--- config.mk ---
export PLATFORM = sky130hd
export DESIGN_NAME = mem_subsys
export DESIGN_NICKNAME = d
export VERILOG_FILES = /design/src/core_pkg.sv /design/src/axi_mem_if.sv /design/src/pipe_buffer.sv /design/src/lsu_align.sv /design/src/mem_stage.sv /design/src/mem_subsys.sv
export SDC_FILE = /design/constraint.sdc
export NUM_CORES = 1
export LEC_CHECK = 0
export BUFFER_PORTS_ARGS = -buffer_cell sky130_fd_sc_hd__buf_2
export CAP_MARGIN = 20
export CORE_MARGIN = 2
export CORE_UTILIZATION = 45
export CTS_CLUSTER_DIAMETER = 150
export DETAILED_ROUTE_END_ITERATION = 16
export PLACE_DENSITY = 0.74
export SLEW_MARGIN = 0
export SYNTH_ARGS = -nofsm -noshare
export SYNTH_HDL_FRONTEND = slang
export SYNTH_SLANG_ARGS = --single-unit
--- constraint.sdc ---
create_clock -name clk -period 6.18 [get_ports clk]
set_input_delay 1.236 -clock clk [delete_from_list [all_inputs] [get_ports clk]]
set_output_delay 1.236 -clock clk [all_outputs]
set_load 0.01 [all_outputs]
--- src/core_pkg.sv ---
`default_nettype none

package core_pkg;

  localparam int RegDataWidth = 32;
  localparam int RegAddrWidth = 5;
  localparam int LsuOpWidth   = 4;

  typedef logic [RegDataWidth-1:0] reg_data_t;
  typedef logic [RegAddrWidth-1:0] reg_addr_t;

  // [3] load, [2] unsigned load, [1:0] access size
  typedef logic [LsuOpWidth-1:0] lsu_op_t;

  localparam int LsuLoadBit     = 3;
  localparam int LsuUnsignedBit = 2;

  // size field codes, anything else is treated as a word
  localparam logic [1:0] LsuSizeByte = 2'd0;
  localparam logic [1:0] LsuSizeHalf = 2'd1;

  // one instruction entering the memory stage
  typedef struct packed {
    logic      lsu;
    lsu_op_t   lsu_op;
    reg_data_t alu_res;
    reg_data_t store_data;
    logic      rd_en;
    reg_addr_t rd_addr;
  } mem_req_t;

  // writeback result
  typedef struct packed {
    logic      rd_en;
    reg_addr_t rd_addr;
    reg_data_t rd_data;
  } wb_t;

endpackage : core_pkg

`default_nettype wire

--- src/axi_mem_if.sv ---
`timescale 1ns/1ns
`default_nettype none

// single-beat AXI4 master bus, only the signals that carry information
interface axi_mem_if #(
  parameter int AxiDataWidth = 64
) ();

  // write address
  logic [31:0]               awaddr;
  logic [2:0]                awsize;
  logic                      awvalid;
  logic                      awready;

  // write data
  logic [AxiDataWidth-1:0]   wdata;
  logic [AxiDataWidth/8-1:0] wstrb;
  logic                      wvalid;
  logic                      wready;

  // write response, code ignored
  logic                      bvalid;
  logic                      bready;

  // read address
  logic [31:0]               araddr;
  logic [2:0]                arsize;
  logic                      arvalid;
  logic                      arready;

  // read data
  logic [AxiDataWidth-1:0]   rdata;
  logic                      rvalid;
  logic                      rready;

  modport master (
    output awaddr, awsize, awvalid, input awready,
    output wdata, wstrb, wvalid, input wready,
    input bvalid, output bready,
    output araddr, arsize, arvalid, input arready,
    input rdata, rvalid, output rready
  );

  modport slave (
    input awaddr, awsize, awvalid, output awready,
    input wdata, wstrb, wvalid, output wready,
    output bvalid, input bready,
    input araddr, arsize, arvalid, output arready,
    output rdata, rvalid, input rready
  );

endinterface : axi_mem_if

`default_nettype wire

--- src/pipe_buffer.sv ---
`timescale 1ns/1ns
`default_nettype none

// two-entry buffer, ready and valid both come straight from flops
module pipe_buffer #(
  parameter type payload_t = logic
) (
  input  logic     clk,
  input  logic     rst_n,
  input  logic     in_valid,
  output logic     in_ready,
  input  payload_t in_data,
  output logic     out_valid,
  input  logic     out_ready,
  output payload_t out_data
);

  payload_t   mem_q [2];
  logic [1:0] count_q;
  logic [1:0] count_d;
  logic       wr_ptr_q;
  logic       rd_ptr_q;
  logic       push;
  logic       pop;

  assign push = in_valid && in_ready;
  assign pop  = out_valid && out_ready;

  // push and pop together leave the fill level alone
  assign count_d = count_q + {1'b0, push} - {1'b0, pop};

  always_ff @(posedge clk or negedge rst_n) begin
    if (!rst_n) begin
      count_q  <= 2'd0;
      wr_ptr_q <= 1'b0;
      rd_ptr_q <= 1'b0;
      in_ready <= 1'b1;
    end else begin
      count_q  <= count_d;
      // stays up until both entries are taken
      in_ready <= (count_d != 2'd2);
      if (push) begin
        wr_ptr_q <= ~wr_ptr_q;
      end
      if (pop) begin
        rd_ptr_q <= ~rd_ptr_q;
      end
    end
  end

  always_ff @(posedge clk) begin
    if (push) begin
      mem_q[wr_ptr_q] <= in_data;
    end
  end

  assign out_valid = (count_q != 2'd0);
  assign out_data  = mem_q[rd_ptr_q];

endmodule : pipe_buffer

`default_nettype wire

--- src/lsu_align.sv ---
`timescale 1ns/1ns
`default_nettype none

module lsu_align #(
  parameter int AxiDataWidth = 64
) (
  input  core_pkg::lsu_op_t         lsu_op,
  input  core_pkg::reg_data_t       addr,
  input  core_pkg::reg_data_t       store_data,
  input  logic [AxiDataWidth-1:0]   rdata,
  output logic [AxiDataWidth-1:0]   wdata,
  output logic [AxiDataWidth/8-1:0] wstrb,
  output logic [2:0]                size,
  output core_pkg::reg_data_t       load_data
);

  localparam int ByteLanes   = AxiDataWidth / 8;
  localparam int OffsetWidth = $clog2(ByteLanes);

  logic [OffsetWidth-1:0]  offset;
  logic [ByteLanes-1:0]    size_mask;
  logic [AxiDataWidth-1:0] rdata_shifted;
  logic                    is_unsigned;

  assign offset      = addr[OffsetWidth-1:0];
  assign is_unsigned = lsu_op[core_pkg::LsuUnsignedBit];
  assign size        = {1'b0, lsu_op[1:0]};

  // store data copied into every lane, strobes pick the addressed bytes
  always_comb begin
    if (lsu_op[1:0] == core_pkg::LsuSizeByte) begin
      wdata     = {ByteLanes{store_data[7:0]}};
      size_mask = ByteLanes'(4'b0001);
    end else if (lsu_op[1:0] == core_pkg::LsuSizeHalf) begin
      wdata     = {(ByteLanes / 2){store_data[15:0]}};
      size_mask = ByteLanes'(4'b0011);
    end else begin
      wdata     = {(ByteLanes / 4){store_data}};
      size_mask = ByteLanes'(4'b1111);
    end
  end

  assign wstrb = size_mask << offset;

  // addressed byte moved down to lane 0
  assign rdata_shifted = rdata >> {offset, 3'b000};

  always_comb begin
    if (lsu_op[1:0] == core_pkg::LsuSizeByte) begin
      load_data = is_unsigned ? {24'h0, rdata_shifted[7:0]}
                              : {{24{rdata_shifted[7]}}, rdata_shifted[7:0]};
    end else if (lsu_op[1:0] == core_pkg::LsuSizeHalf) begin
      load_data = is_unsigned ? {16'h0, rdata_shifted[15:0]}
                              : {{16{rdata_shifted[15]}}, rdata_shifted[15:0]};
    end else begin
      load_data = rdata_shifted[31:0];
    end
  end

endmodule : lsu_align

`default_nettype wire

--- src/mem_stage.sv ---
`timescale 1ns/1ns
`default_nettype none

module mem_stage #(
  parameter int AxiDataWidth = 64
) (
  input  logic               clk,
  input  logic               rst_n,
  input  logic               req_valid,
  output logic               req_ready,
  input  core_pkg::mem_req_t req,
  output logic               res_valid,
  input  logic               res_ready,
  output core_pkg::wb_t      res,
  axi_mem_if.master          axi
);

  typedef enum logic [2:0] {
    StIdle,
    StWrite,
    StWriteResp,
    StRead,
    StReadData,
    StHold
  } state_e;

  state_e              state_q;
  state_e              state_d;
  core_pkg::mem_req_t  req_q;
  core_pkg::wb_t       res_q;
  core_pkg::reg_data_t load_data;
  logic                aw_done_q;
  logic                w_done_q;
  logic                aw_fire;
  logic                w_fire;
  logic                req_fire;
  logic                is_load;
  logic                mem_done;

  lsu_align #(
    .AxiDataWidth(AxiDataWidth)
  ) i_align (
    .lsu_op    (req_q.lsu_op),
    .addr      (req_q.alu_res),
    .store_data(req_q.store_data),
    .rdata     (axi.rdata),
    .wdata     (axi.wdata),
    .wstrb     (axi.wstrb),
    .size      (axi.awsize),
    .load_data (load_data)
  );

  assign is_load  = req_q.lsu_op[core_pkg::LsuLoadBit];
  assign aw_fire  = axi.awvalid && axi.awready;
  assign w_fire   = axi.wvalid && axi.wready;
  assign mem_done = (state_q == StWriteResp && axi.bvalid) ||
                    (state_q == StReadData && axi.rvalid);

  assign axi.awaddr  = req_q.alu_res;
  assign axi.araddr  = req_q.alu_res;
  assign axi.arsize  = axi.awsize;
  assign axi.awvalid = (state_q == StWrite) && !aw_done_q;
  assign axi.wvalid  = (state_q == StWrite) && !w_done_q;
  assign axi.bready  = (state_q == StWriteResp);
  assign axi.arvalid = (state_q == StRead);
  assign axi.rready  = (state_q == StReadData);

  // non-memory requests go straight through while idle
  assign req_ready = (state_q == StIdle) && (req.lsu || res_ready);
  assign req_fire  = req_valid && req_ready;
  assign res_valid = (state_q == StHold) || (state_q == StIdle && req_valid && !req.lsu);
  assign res       = (state_q == StHold) ? res_q
                   : '{rd_en: req.rd_en, rd_addr: req.rd_addr, rd_data: req.alu_res};

  always_comb begin
    state_d = state_q;
    case (state_q)
      StIdle: begin
        if (req_fire && req.lsu) begin
          state_d = req.lsu_op[core_pkg::LsuLoadBit] ? StRead : StWrite;
        end
      end
      // AW and W may finish in either order
      StWrite: begin
        if ((aw_done_q || aw_fire) && (w_done_q || w_fire)) begin
          state_d = StWriteResp;
        end
      end
      StWriteResp: if (axi.bvalid) state_d = StHold;
      StRead:      if (axi.arready) state_d = StReadData;
      StReadData:  if (axi.rvalid) state_d = StHold;
      StHold:      if (res_ready) state_d = StIdle;
      default:     state_d = StIdle;
    endcase
  end

  always_ff @(posedge clk or negedge rst_n) begin
    if (!rst_n) begin
      state_q   <= StIdle;
      aw_done_q <= 1'b0;
      w_done_q  <= 1'b0;
    end else begin
      state_q <= state_d;
      if (state_d != StWrite) begin
        aw_done_q <= 1'b0;
        w_done_q  <= 1'b0;
      end else begin
        if (aw_fire) aw_done_q <= 1'b1;
        if (w_fire) w_done_q <= 1'b1;
      end
    end
  end

  always_ff @(posedge clk) begin
    if (req_fire && req.lsu) begin
      req_q <= req;
    end
    // result built when the bus transaction ends
    if (mem_done) begin
      res_q <= '{rd_en:   req_q.rd_en,
                 rd_addr: req_q.rd_addr,
                 rd_data: is_load ? load_data : req_q.alu_res};
    end
  end

endmodule : mem_stage

`default_nettype wire

--- src/mem_subsys.sv ---
`timescale 1ns/1ns
`default_nettype none

module mem_subsys #(
  parameter int AxiDataWidth = 64
) (
  input  logic                      clk,
  input  logic                      rst_n,

  // issue stream
  input  logic                      issue_valid,
  output logic                      issue_ready,
  input  logic                      issue_lsu,
  input  core_pkg::lsu_op_t         issue_lsu_op,
  input  core_pkg::reg_data_t       issue_alu_res,
  input  core_pkg::reg_data_t       issue_store_data,
  input  logic                      issue_rd_en,
  input  core_pkg::reg_addr_t       issue_rd_addr,

  // writeback stream
  output logic                      wb_valid,
  input  logic                      wb_ready,
  output logic                      wb_rd_en,
  output core_pkg::reg_addr_t       wb_rd_addr,
  output core_pkg::reg_data_t       wb_rd_data,

  // AXI master
  output logic [31:0]               axi_awaddr,
  output logic [2:0]                axi_awsize,
  output logic                      axi_awvalid,
  input  logic                      axi_awready,
  output logic [AxiDataWidth-1:0]   axi_wdata,
  output logic [AxiDataWidth/8-1:0] axi_wstrb,
  output logic                      axi_wvalid,
  input  logic                      axi_wready,
  input  logic                      axi_bvalid,
  output logic                      axi_bready,
  output logic [31:0]               axi_araddr,
  output logic [2:0]                axi_arsize,
  output logic                      axi_arvalid,
  input  logic                      axi_arready,
  input  logic [AxiDataWidth-1:0]   axi_rdata,
  input  logic                      axi_rvalid,
  output logic                      axi_rready
);

  core_pkg::mem_req_t issue_req;
  core_pkg::mem_req_t req;
  core_pkg::wb_t      res;
  core_pkg::wb_t      wb;
  logic               req_valid;
  logic               req_ready;
  logic               res_valid;
  logic               res_ready;

  axi_mem_if #(.AxiDataWidth(AxiDataWidth)) i_axi ();

  assign issue_req = '{lsu:        issue_lsu,
                       lsu_op:     issue_lsu_op,
                       alu_res:    issue_alu_res,
                       store_data: issue_store_data,
                       rd_en:      issue_rd_en,
                       rd_addr:    issue_rd_addr};

  pipe_buffer #(.payload_t(core_pkg::mem_req_t)) i_req_buffer (
    .clk      (clk),
    .rst_n    (rst_n),
    .in_valid (issue_valid),
    .in_ready (issue_ready),
    .in_data  (issue_req),
    .out_valid(req_valid),
    .out_ready(req_ready),
    .out_data (req)
  );

  mem_stage #(.AxiDataWidth(AxiDataWidth)) i_mem_stage (
    .clk      (clk),
    .rst_n    (rst_n),
    .req_valid(req_valid),
    .req_ready(req_ready),
    .req      (req),
    .res_valid(res_valid),
    .res_ready(res_ready),
    .res      (res),
    .axi      (i_axi.master)
  );

  pipe_buffer #(.payload_t(core_pkg::wb_t)) i_wb_buffer (
    .clk      (clk),
    .rst_n    (rst_n),
    .in_valid (res_valid),
    .in_ready (res_ready),
    .in_data  (res),
    .out_valid(wb_valid),
    .out_ready(wb_ready),
    .out_data (wb)
  );

  assign wb_rd_en   = wb.rd_en;
  assign wb_rd_addr = wb.rd_addr;
  assign wb_rd_data = wb.rd_data;

  // slave side of the bus out to the pins
  assign axi_awaddr    = i_axi.awaddr;
  assign axi_awsize    = i_axi.awsize;
  assign axi_awvalid   = i_axi.awvalid;
  assign i_axi.awready = axi_awready;
  assign axi_wdata     = i_axi.wdata;
  assign axi_wstrb     = i_axi.wstrb;
  assign axi_wvalid    = i_axi.wvalid;
  assign i_axi.wready  = axi_wready;
  assign i_axi.bvalid  = axi_bvalid;
  assign axi_bready    = i_axi.bready;
  assign axi_araddr    = i_axi.araddr;
  assign axi_arsize    = i_axi.arsize;
  assign axi_arvalid   = i_axi.arvalid;
  assign i_axi.arready = axi_arready;
  assign i_axi.rdata   = axi_rdata;
  assign i_axi.rvalid  = axi_rvalid;
  assign axi_rready    = i_axi.rready;

endmodule : mem_subsys

`default_nettype wire

Word-level counts from Yosys, hierarchy flattened
Memories as Yosys holds them, arrays and structs flattened.
Index checks and enable logic that the tools add are counted.
{"block": "word_totals", "reg_bits": 127, "out_inout_bits": 187, "n_memories": 2, "elab_cells": 95, "ramBits": 226}
{"block": "op_classes", "eq_ne": 9, "shifts": 2, "n_reduce_logical": 29, "muxes": 26, "add_sub_neg": 4, "bitwise_logic": 4}
{"memory": "i_req_buffer.mem_q", "words": 2, "width": 75, "read_ports": 1, "rd_clocked_by_memory_dff": 0, "write_ports": 1, "line_no": "pipe_buffer.sv:18", "rtl": "payload_t mem_q [2];"}
{"memory": "i_wb_buffer.mem_q", "words": 2, "width": 38, "read_ports": 1, "rd_clocked_by_memory_dff": 0, "write_ports": 1, "line_no": "pipe_buffer.sv:18"}
{"op": "32-bit 2-to-1 mux", "count": 5}
{"op": "64-bit 2-to-1 mux", "count": 2}
{"op": "64-bit by 6-bit right shift with 32-bit output", "count": 1}
{"op": "38-bit 2-to-1 mux", "count": 1}
{"op": "3-bit 2-to-1 mux", "count": 6}
{"op": "3-bit one-hot mux with 6 select lines", "count": 1}
{"op": "1-bit logical AND", "count": 15}
{"op": "1-bit 2-to-1 mux", "count": 8}
{"op": "4-bit 2-to-1 mux", "count": 2}
{"op": "2-bit nonzero test", "count": 4}
{"op": "8-bit by 3-bit left shift with 8-bit output", "count": 1}
{"op": "3-bit by 2-bit equality test with 1-bit output (second input constant)", "count": 2}
{"op": "3-bit equality test (second input constant)", "count": 2}
{"op": "1-bit logical OR", "count": 5}
{"op": "2-bit by 1-bit adder with 2-bit output", "count": 2}
{"op": "2-bit inequality test (second input constant)", "count": 2}
{"op": "1-bit NOT", "count": 4}
{"op": "2-bit by 1-bit subtractor with 2-bit output", "count": 2}
{"op": "3-bit by 1-bit equality test with 1-bit output (second input constant)", "count": 1}
{"op": "1-bit zero test", "count": 3}
{"op": "3-bit zero test", "count": 1}
{"op": "3-bit by 1-bit inequality test with 1-bit output (second input constant)", "count": 1}
{"op": "2-bit by 1-bit equality test with 1-bit output (second input constant)", "count": 1}
{"op": "2-bit zero test", "count": 1}
{"op": "2-bit 2-to-1 mux", "count": 1}

Logic depth before layout (Yosys ltp)
{"block": "depth", "word_depth": 9, "depth_mapped": 10, "ltp_nobuf": 9}

Hierarchy
A second synthesis with hierarchy kept.
{"block": "unflattened", "hier_cells": 1023, "area_unflattened_um2": 16507.1}
{"module": "pipe_buffer at i_req_buffer", "n_inst": 1, "cells_per_inst": 257, "area_each_um2": 5834.3, "seq_area_each_um2": 4630.7}
{"module": "mem_stage", "n_inst": 1, "cells_per_inst": 302, "area_each_um2": 5077.4, "seq_area_each_um2": 3488.3}
{"module": "pipe_buffer at i_wb_buffer", "n_inst": 1, "cells_per_inst": 142, "area_each_um2": 3044.2, "seq_area_each_um2": 2408.6}
{"module": "lsu_align", "n_inst": 1, "cells_per_inst": 322, "area_each_um2": 2551.2, "seq_area_each_um2": 0.0}

Worst setup path after synthesis
OpenSTA, ideal clock, no wires.
{"block": "synth_path", "path_type": "input -> register", "start": "input issue_valid", "end": "memory i_req_buffer.mem_q[0][0] (netlist bit) (enable)", "setup_ns": 0.509, "stages": 2, "t_required_ns": 5.671, "setup_slack_ns": 1.211, "path_buffers": 0, "arrival_ns": 4.461, "cell_sequence": "nand2_1 -> nor2_1"}
{"block": "synth_between", "elab_chain_len": 3}
{"item": "from (decl)", "line_no": "mem_subsys.sv:11", "rtl": "input logic issue_valid,"}
{"item": "1-bit logical AND", "line_no": "pipe_buffer.sv:26", "rtl": "assign push = in_valid && in_ready;"}
{"item": "1-bit 2-to-1 mux", "line_no": "pipe_buffer.sv:52", "rtl": "if (push) begin"}
{"item": "1-bit 2-to-1 mux (implied by the code)", "line_no": "pipe_buffer.sv:53", "rtl": "mem_q[wr_ptr_q] <= in_data;"}
{"item": "to (decl)", "line_no": "pipe_buffer.sv:18"}
No other way between the ends.

Final worst setup path
{"block": "layout_path", "start": "register i_mem_stage.req_q (netlist bit i_mem_stage.axi.araddr[0])", "end": "output axi_wstrb[5]"}
{"block": "layout_between", "elab_chain_len": 1}
{"item": "from (decl)", "line_no": "mem_stage.sv:29", "rtl": "core_pkg::mem_req_t req_q;"}
{"item": "from (signal assigned)", "line_no": "mem_stage.sv:116", "rtl": "req_q <= req;"}
{"item": "8-bit by 3-bit left shift with 8-bit output", "line_no": "lsu_align.sv:43", "rtl": "assign wstrb = size_mask << offset;"}
{"item": "to (decl)", "line_no": "mem_subsys.sv:33", "rtl": "output logic [AxiDataWidth/8-1:0] axi_wstrb,"}
No other way between the ends.

==> summary.txt <==
Route
  – Vias: about 9,400
  – TritonRoute pass-1 iters: 5
  – Antenna-violating nets left: 0
  – Final wirelength: ~41 mm
  – Post-DR vias/cell: about 5.4
  – 1st-iter DRT viols: around 700
  – DR WL/cell: between 20 and 25 um
  – DRC violations left: 0

Global route
  – Vias in the first global route: about 9,500
  – GRT met3 Usage: about 6.2%
  – GRT Overall Usage: between 20% and 30%
  – Global-route met1 utilization: 27.1%
  – Largest net degree at the start of global routing: 65
  – Initial antenna violation count: 23
  – First-pass GRT wire length: 58.6 mm
  – Met2 GRT Util: roughly 38%
  – GR Overflow Total: 0
  – Global routing's busiest layer: met2

Synthesis
  – Cells after Synth: 1,012
  – Seq cells post-synth: between 300 and 400
  – Synth cell types: 43
  – EDFF count, synth: approximately 340
  – Synth Flop Type: edfxtp_1
  – Sequential share of the synthesized area: 66.5%
  – Post-Syn Area: about 16,000 um2
  – Mean area per synthesized cell: approximately 16 um2
  – Async set or reset register ratio after synthesis: between 4 and 5%
  – Yosys synthesis warning count: 0

Timing
  – Endpoints failing setup: 0
  – Final hold vios: 0
  – Hold slack: approximately 420 ps
  – Tmin final: ~4000 ps
  – Final TNS setup: 0 ps
  – RSZ-0062 raised after global routing: false
  – Worst-margin pin slew: 1080 ps
  – Period utilization: a little under two thirds
  – Post-route setup slack: between 2000 and 2500 ps
  – Normalized max-slew margin: between 20% and 30%
  – Slew Viols, Final: 0
  – Max frequency: ~0.25 GHz
  – Clock skew: roughly 15 ps

Pwr
  – Worst VDD drop: around 0.00037 V
  – Power per cell area: about 500 nW/um2
  – Combinational Power Share: around a third
  – Internal: 6.07 mW
  – Clock power share: around a quarter
  – Leakage: approximately 6.9 nW
  – Sw frac: approximately a third
  – Net Switching: around 3.1 mW
  – Total power: 9.16 mW
  – Reg power frac: between 40% and 50%

Worst hold path
  – Hold Path Class: flop to flop

Floorplan
  – Initial Util: between 40% and 50%
  – I/O pins: approximately 340
  – Die W: around 190 um
  – FP Rows: roughly 70
  – Core Area: about 35,000 um2
  – Die span in y: ~190 um
  – Die Area: around 37,000 um2

Clock tree
  – CTS clk-pin slew, worst paths: roughly 60 ps
  – CTS max path bufs: 3
  – CTS Hold Buffers Added: 0
  – Worst skew pair latency: 520 ps
  – Clk root buf: clkbuf_16
  – Clock Sinks: roughly 350
  – H-tree depth: 2
  – Total CTS buffers: 38
  – CTS resizes: 0
  – CTS tree: yes
  – Setup repair bufs after CTS: 0

Cells and area
  – Final nets: between 1,000 and 1,500
  – Post-layout util: about 53%
  – Share of cells above drive strength 1: a little under half
  – Layout area overhead: 16.3%

Critical path
  – CP endpoint kind: primary output
  – Crit path required time: about 4900 ps
  – CP max stage cell: edfxtp_1
  – End of the critical path: axi_wstrb[5]
  – Setup crit start: i_mem_stage.axi.araddr[0]
  – CP bufs+invs: 2
  – Reg-to-Reg Start: i_mem_stage.axi.araddr[1]
  – Crit-path cells: buf_4, nor3_1, o22ai_1, buf_2
  – Crit path kind: flop to primary output
  – R2r worst-path depth: 5
  – Delay-heaviest family, CP: flip-flops
  – Crit path depth: 4
  – Reg-to-Reg End: i_mem_stage.res_q[20]
  – Reg2Reg Setup Slack: 2810 ps
  – Crit path largest cell delay: 930 ps
  – CP startpoint kind: flop
  – Worst Path Arrival: about 2700 ps
  – Critical path fanouts, max: slightly below 50

Outcome
  – Status: finished clean

Placement
  – Port Buf Inserts: about 330
  – Detail Placement HPWL: around 28 mm
  – Final Wtd Congestion: 0.829
  – Setup slack at placement: approximately 2600 ps

Flow run
  – Max-Cap Viols: 0
[synthesized netlist by cell type, types with 3 or more instances]
library cell	number	area (um2)
o21a_1	8	60.1
clkbuf_1	41	154
nand2_1	30	113
a21oi_1	11	55.1
o22ai_1	18	113
edfxtp_1	338	10100
a31oi_4	10	213
o21ai_0	29	145
mux2_2	176	1980
buf_4	110	826
o2bb2ai_1	8	70.1
and2_1	3	18.8
o211ai_1	7	52.6
mux2i_1	56	561
mux4_2	5	113
a31oi_1	11	68.8
a221oi_1	6	52.6
nor3_1	3	15.0
nor2_1	61	229
nand2b_1	6	37.5
ha_1	4	50.1
inv_1	12	45.0
xnor2_1	6	52.6
nor2b_1	5	31.3
buf_1	7	26.3
dfrtp_1	13	325
[stage by stage]
step / cell area (um2) / instances
3_5_place_dp: 17200 / 1657
2_1_floorplan: 15800 / 1013
4_1_cts: 18400 / 1723
3_3_place_gp: 17200 / 1657
5_1_grt: 18400 / 1730
6_report: 18400 / 1736
[worst min-delay path by stage]
stage	startpoint	endpoint	slack, ps	cells after the start
3_3_place_gp	i_mem_stage.req_q[0]	i_mem_stage.res_q[32]	400	0
3_5_place_dp	i_mem_stage.req_q[4]	i_mem_stage.res_q[36]	410	0
5_1_grt	i_mem_stage.req_q[2]	i_mem_stage.res_q[34]	420	0
2_1_floorplan	i_mem_stage.req_q[0]	i_mem_stage.res_q[32]	400	0
6_report	i_mem_stage.req_q[4]	i_mem_stage.res_q[36]	420	0
4_1_cts	i_mem_stage.req_q[2]	i_mem_stage.res_q[34]	420	0
[cell type report]
| cell class | count | area, um2 |
|---|---|---|
| flip-flops and latches | 353 | 10500 |
| clock inverters | 19 | 153 |
| inverters | 12 | 45.0 |
| well taps | 455 | 569 |
| multi-input cells | 486 | 4260 |
| diodes | 13 | 32.5 |
| fillers | 2829 | 16100 |
| clock buffers | 47 | 1010 |
| repair buffers | 351 | 1800 |
[per-layer routing]
metal	up-vias	share of wire, %
li1	4194	-
met1	4661	39
met2	463	49
met3	74	9.4
met4	20	2.1
met5	-	0.31
[flip-flops by register name, indices dropped and copies added, names as in the netlist]
name,cells
i_wb_buffer.wr_ptr_q,1
i_mem_stage.axi.araddr,32
i_mem_stage.aw_done_q,1
i_req_buffer.count_q,2
i_req_buffer.mem_q,150
i_mem_stage.state_q,3
i_wb_buffer.in_ready,1
i_mem_stage.is_load,1
i_mem_stage.w_done_q,1
i_req_buffer.rd_ptr_q,1
i_mem_stage.req_q,41
i_wb_buffer.mem_q,76
i_wb_buffer.rd_ptr_q,1
i_req_buffer.wr_ptr_q,1
i_req_buffer.in_ready,1
i_mem_stage.res_q,38
i_wb_buffer.count_q,2
[power by group through the flow]
stage                     registers (mW)  clock network, mW  logic, mW
final                               3.93               2.14       3.09
after global routing                4.00               2.28       3.33
after CTS                           3.94               2.19       3.13
after detailed placement            3.98                  0       3.11
after global placement              3.95                  0       3.06
after floorplan                     3.77                  0       2.40
[worst register-to-register path: stages (launching register included)]
cell and delay, ps:
edfxtp_1 750, inv_1 470, mux4_2 510, or4_1 330, a21boi_4 830, a31oi_1 200
[kinds of logic after synthesis]
logic type      share of synthesized area, %
xor+xnor                               0.443
mux                                     16.8
fa+ha+maj                              0.316
simple gates                            3.15
other cells                           0.0237
compound gates                          5.90
flops                                   66.5
buf+inv                                 6.85
[cell usage in the layout (no fill, tap or decap), types with 3 or more instances in the layout]
cell and instances:
o2bb2ai_1 8, ha_1 4, mux2i_1 56, mux4_2 5
o21ai_0 29, a31oi_4 10, nand2b_1 6, clkbuf_16 39
nor2b_1 4, buf_2 332, diode_2 13, mux2_2 176
and2_1 3, edfxtp_1 338, a21oi_1 11, o21a_1 8
nor2_1 57, clkinv_2 5, a221oi_1 6, clkinv_1 7
inv_1 12, buf_4 19, o22ai_1 18, o211ai_1 7
nand2_1 29, nor2_4 4, a31oi_1 11, dfrtp_1 11
xnor2_1 6, nor3_1 3, clkbuf_1 8
Note: power is estimated with default switching activity, not from simulation.
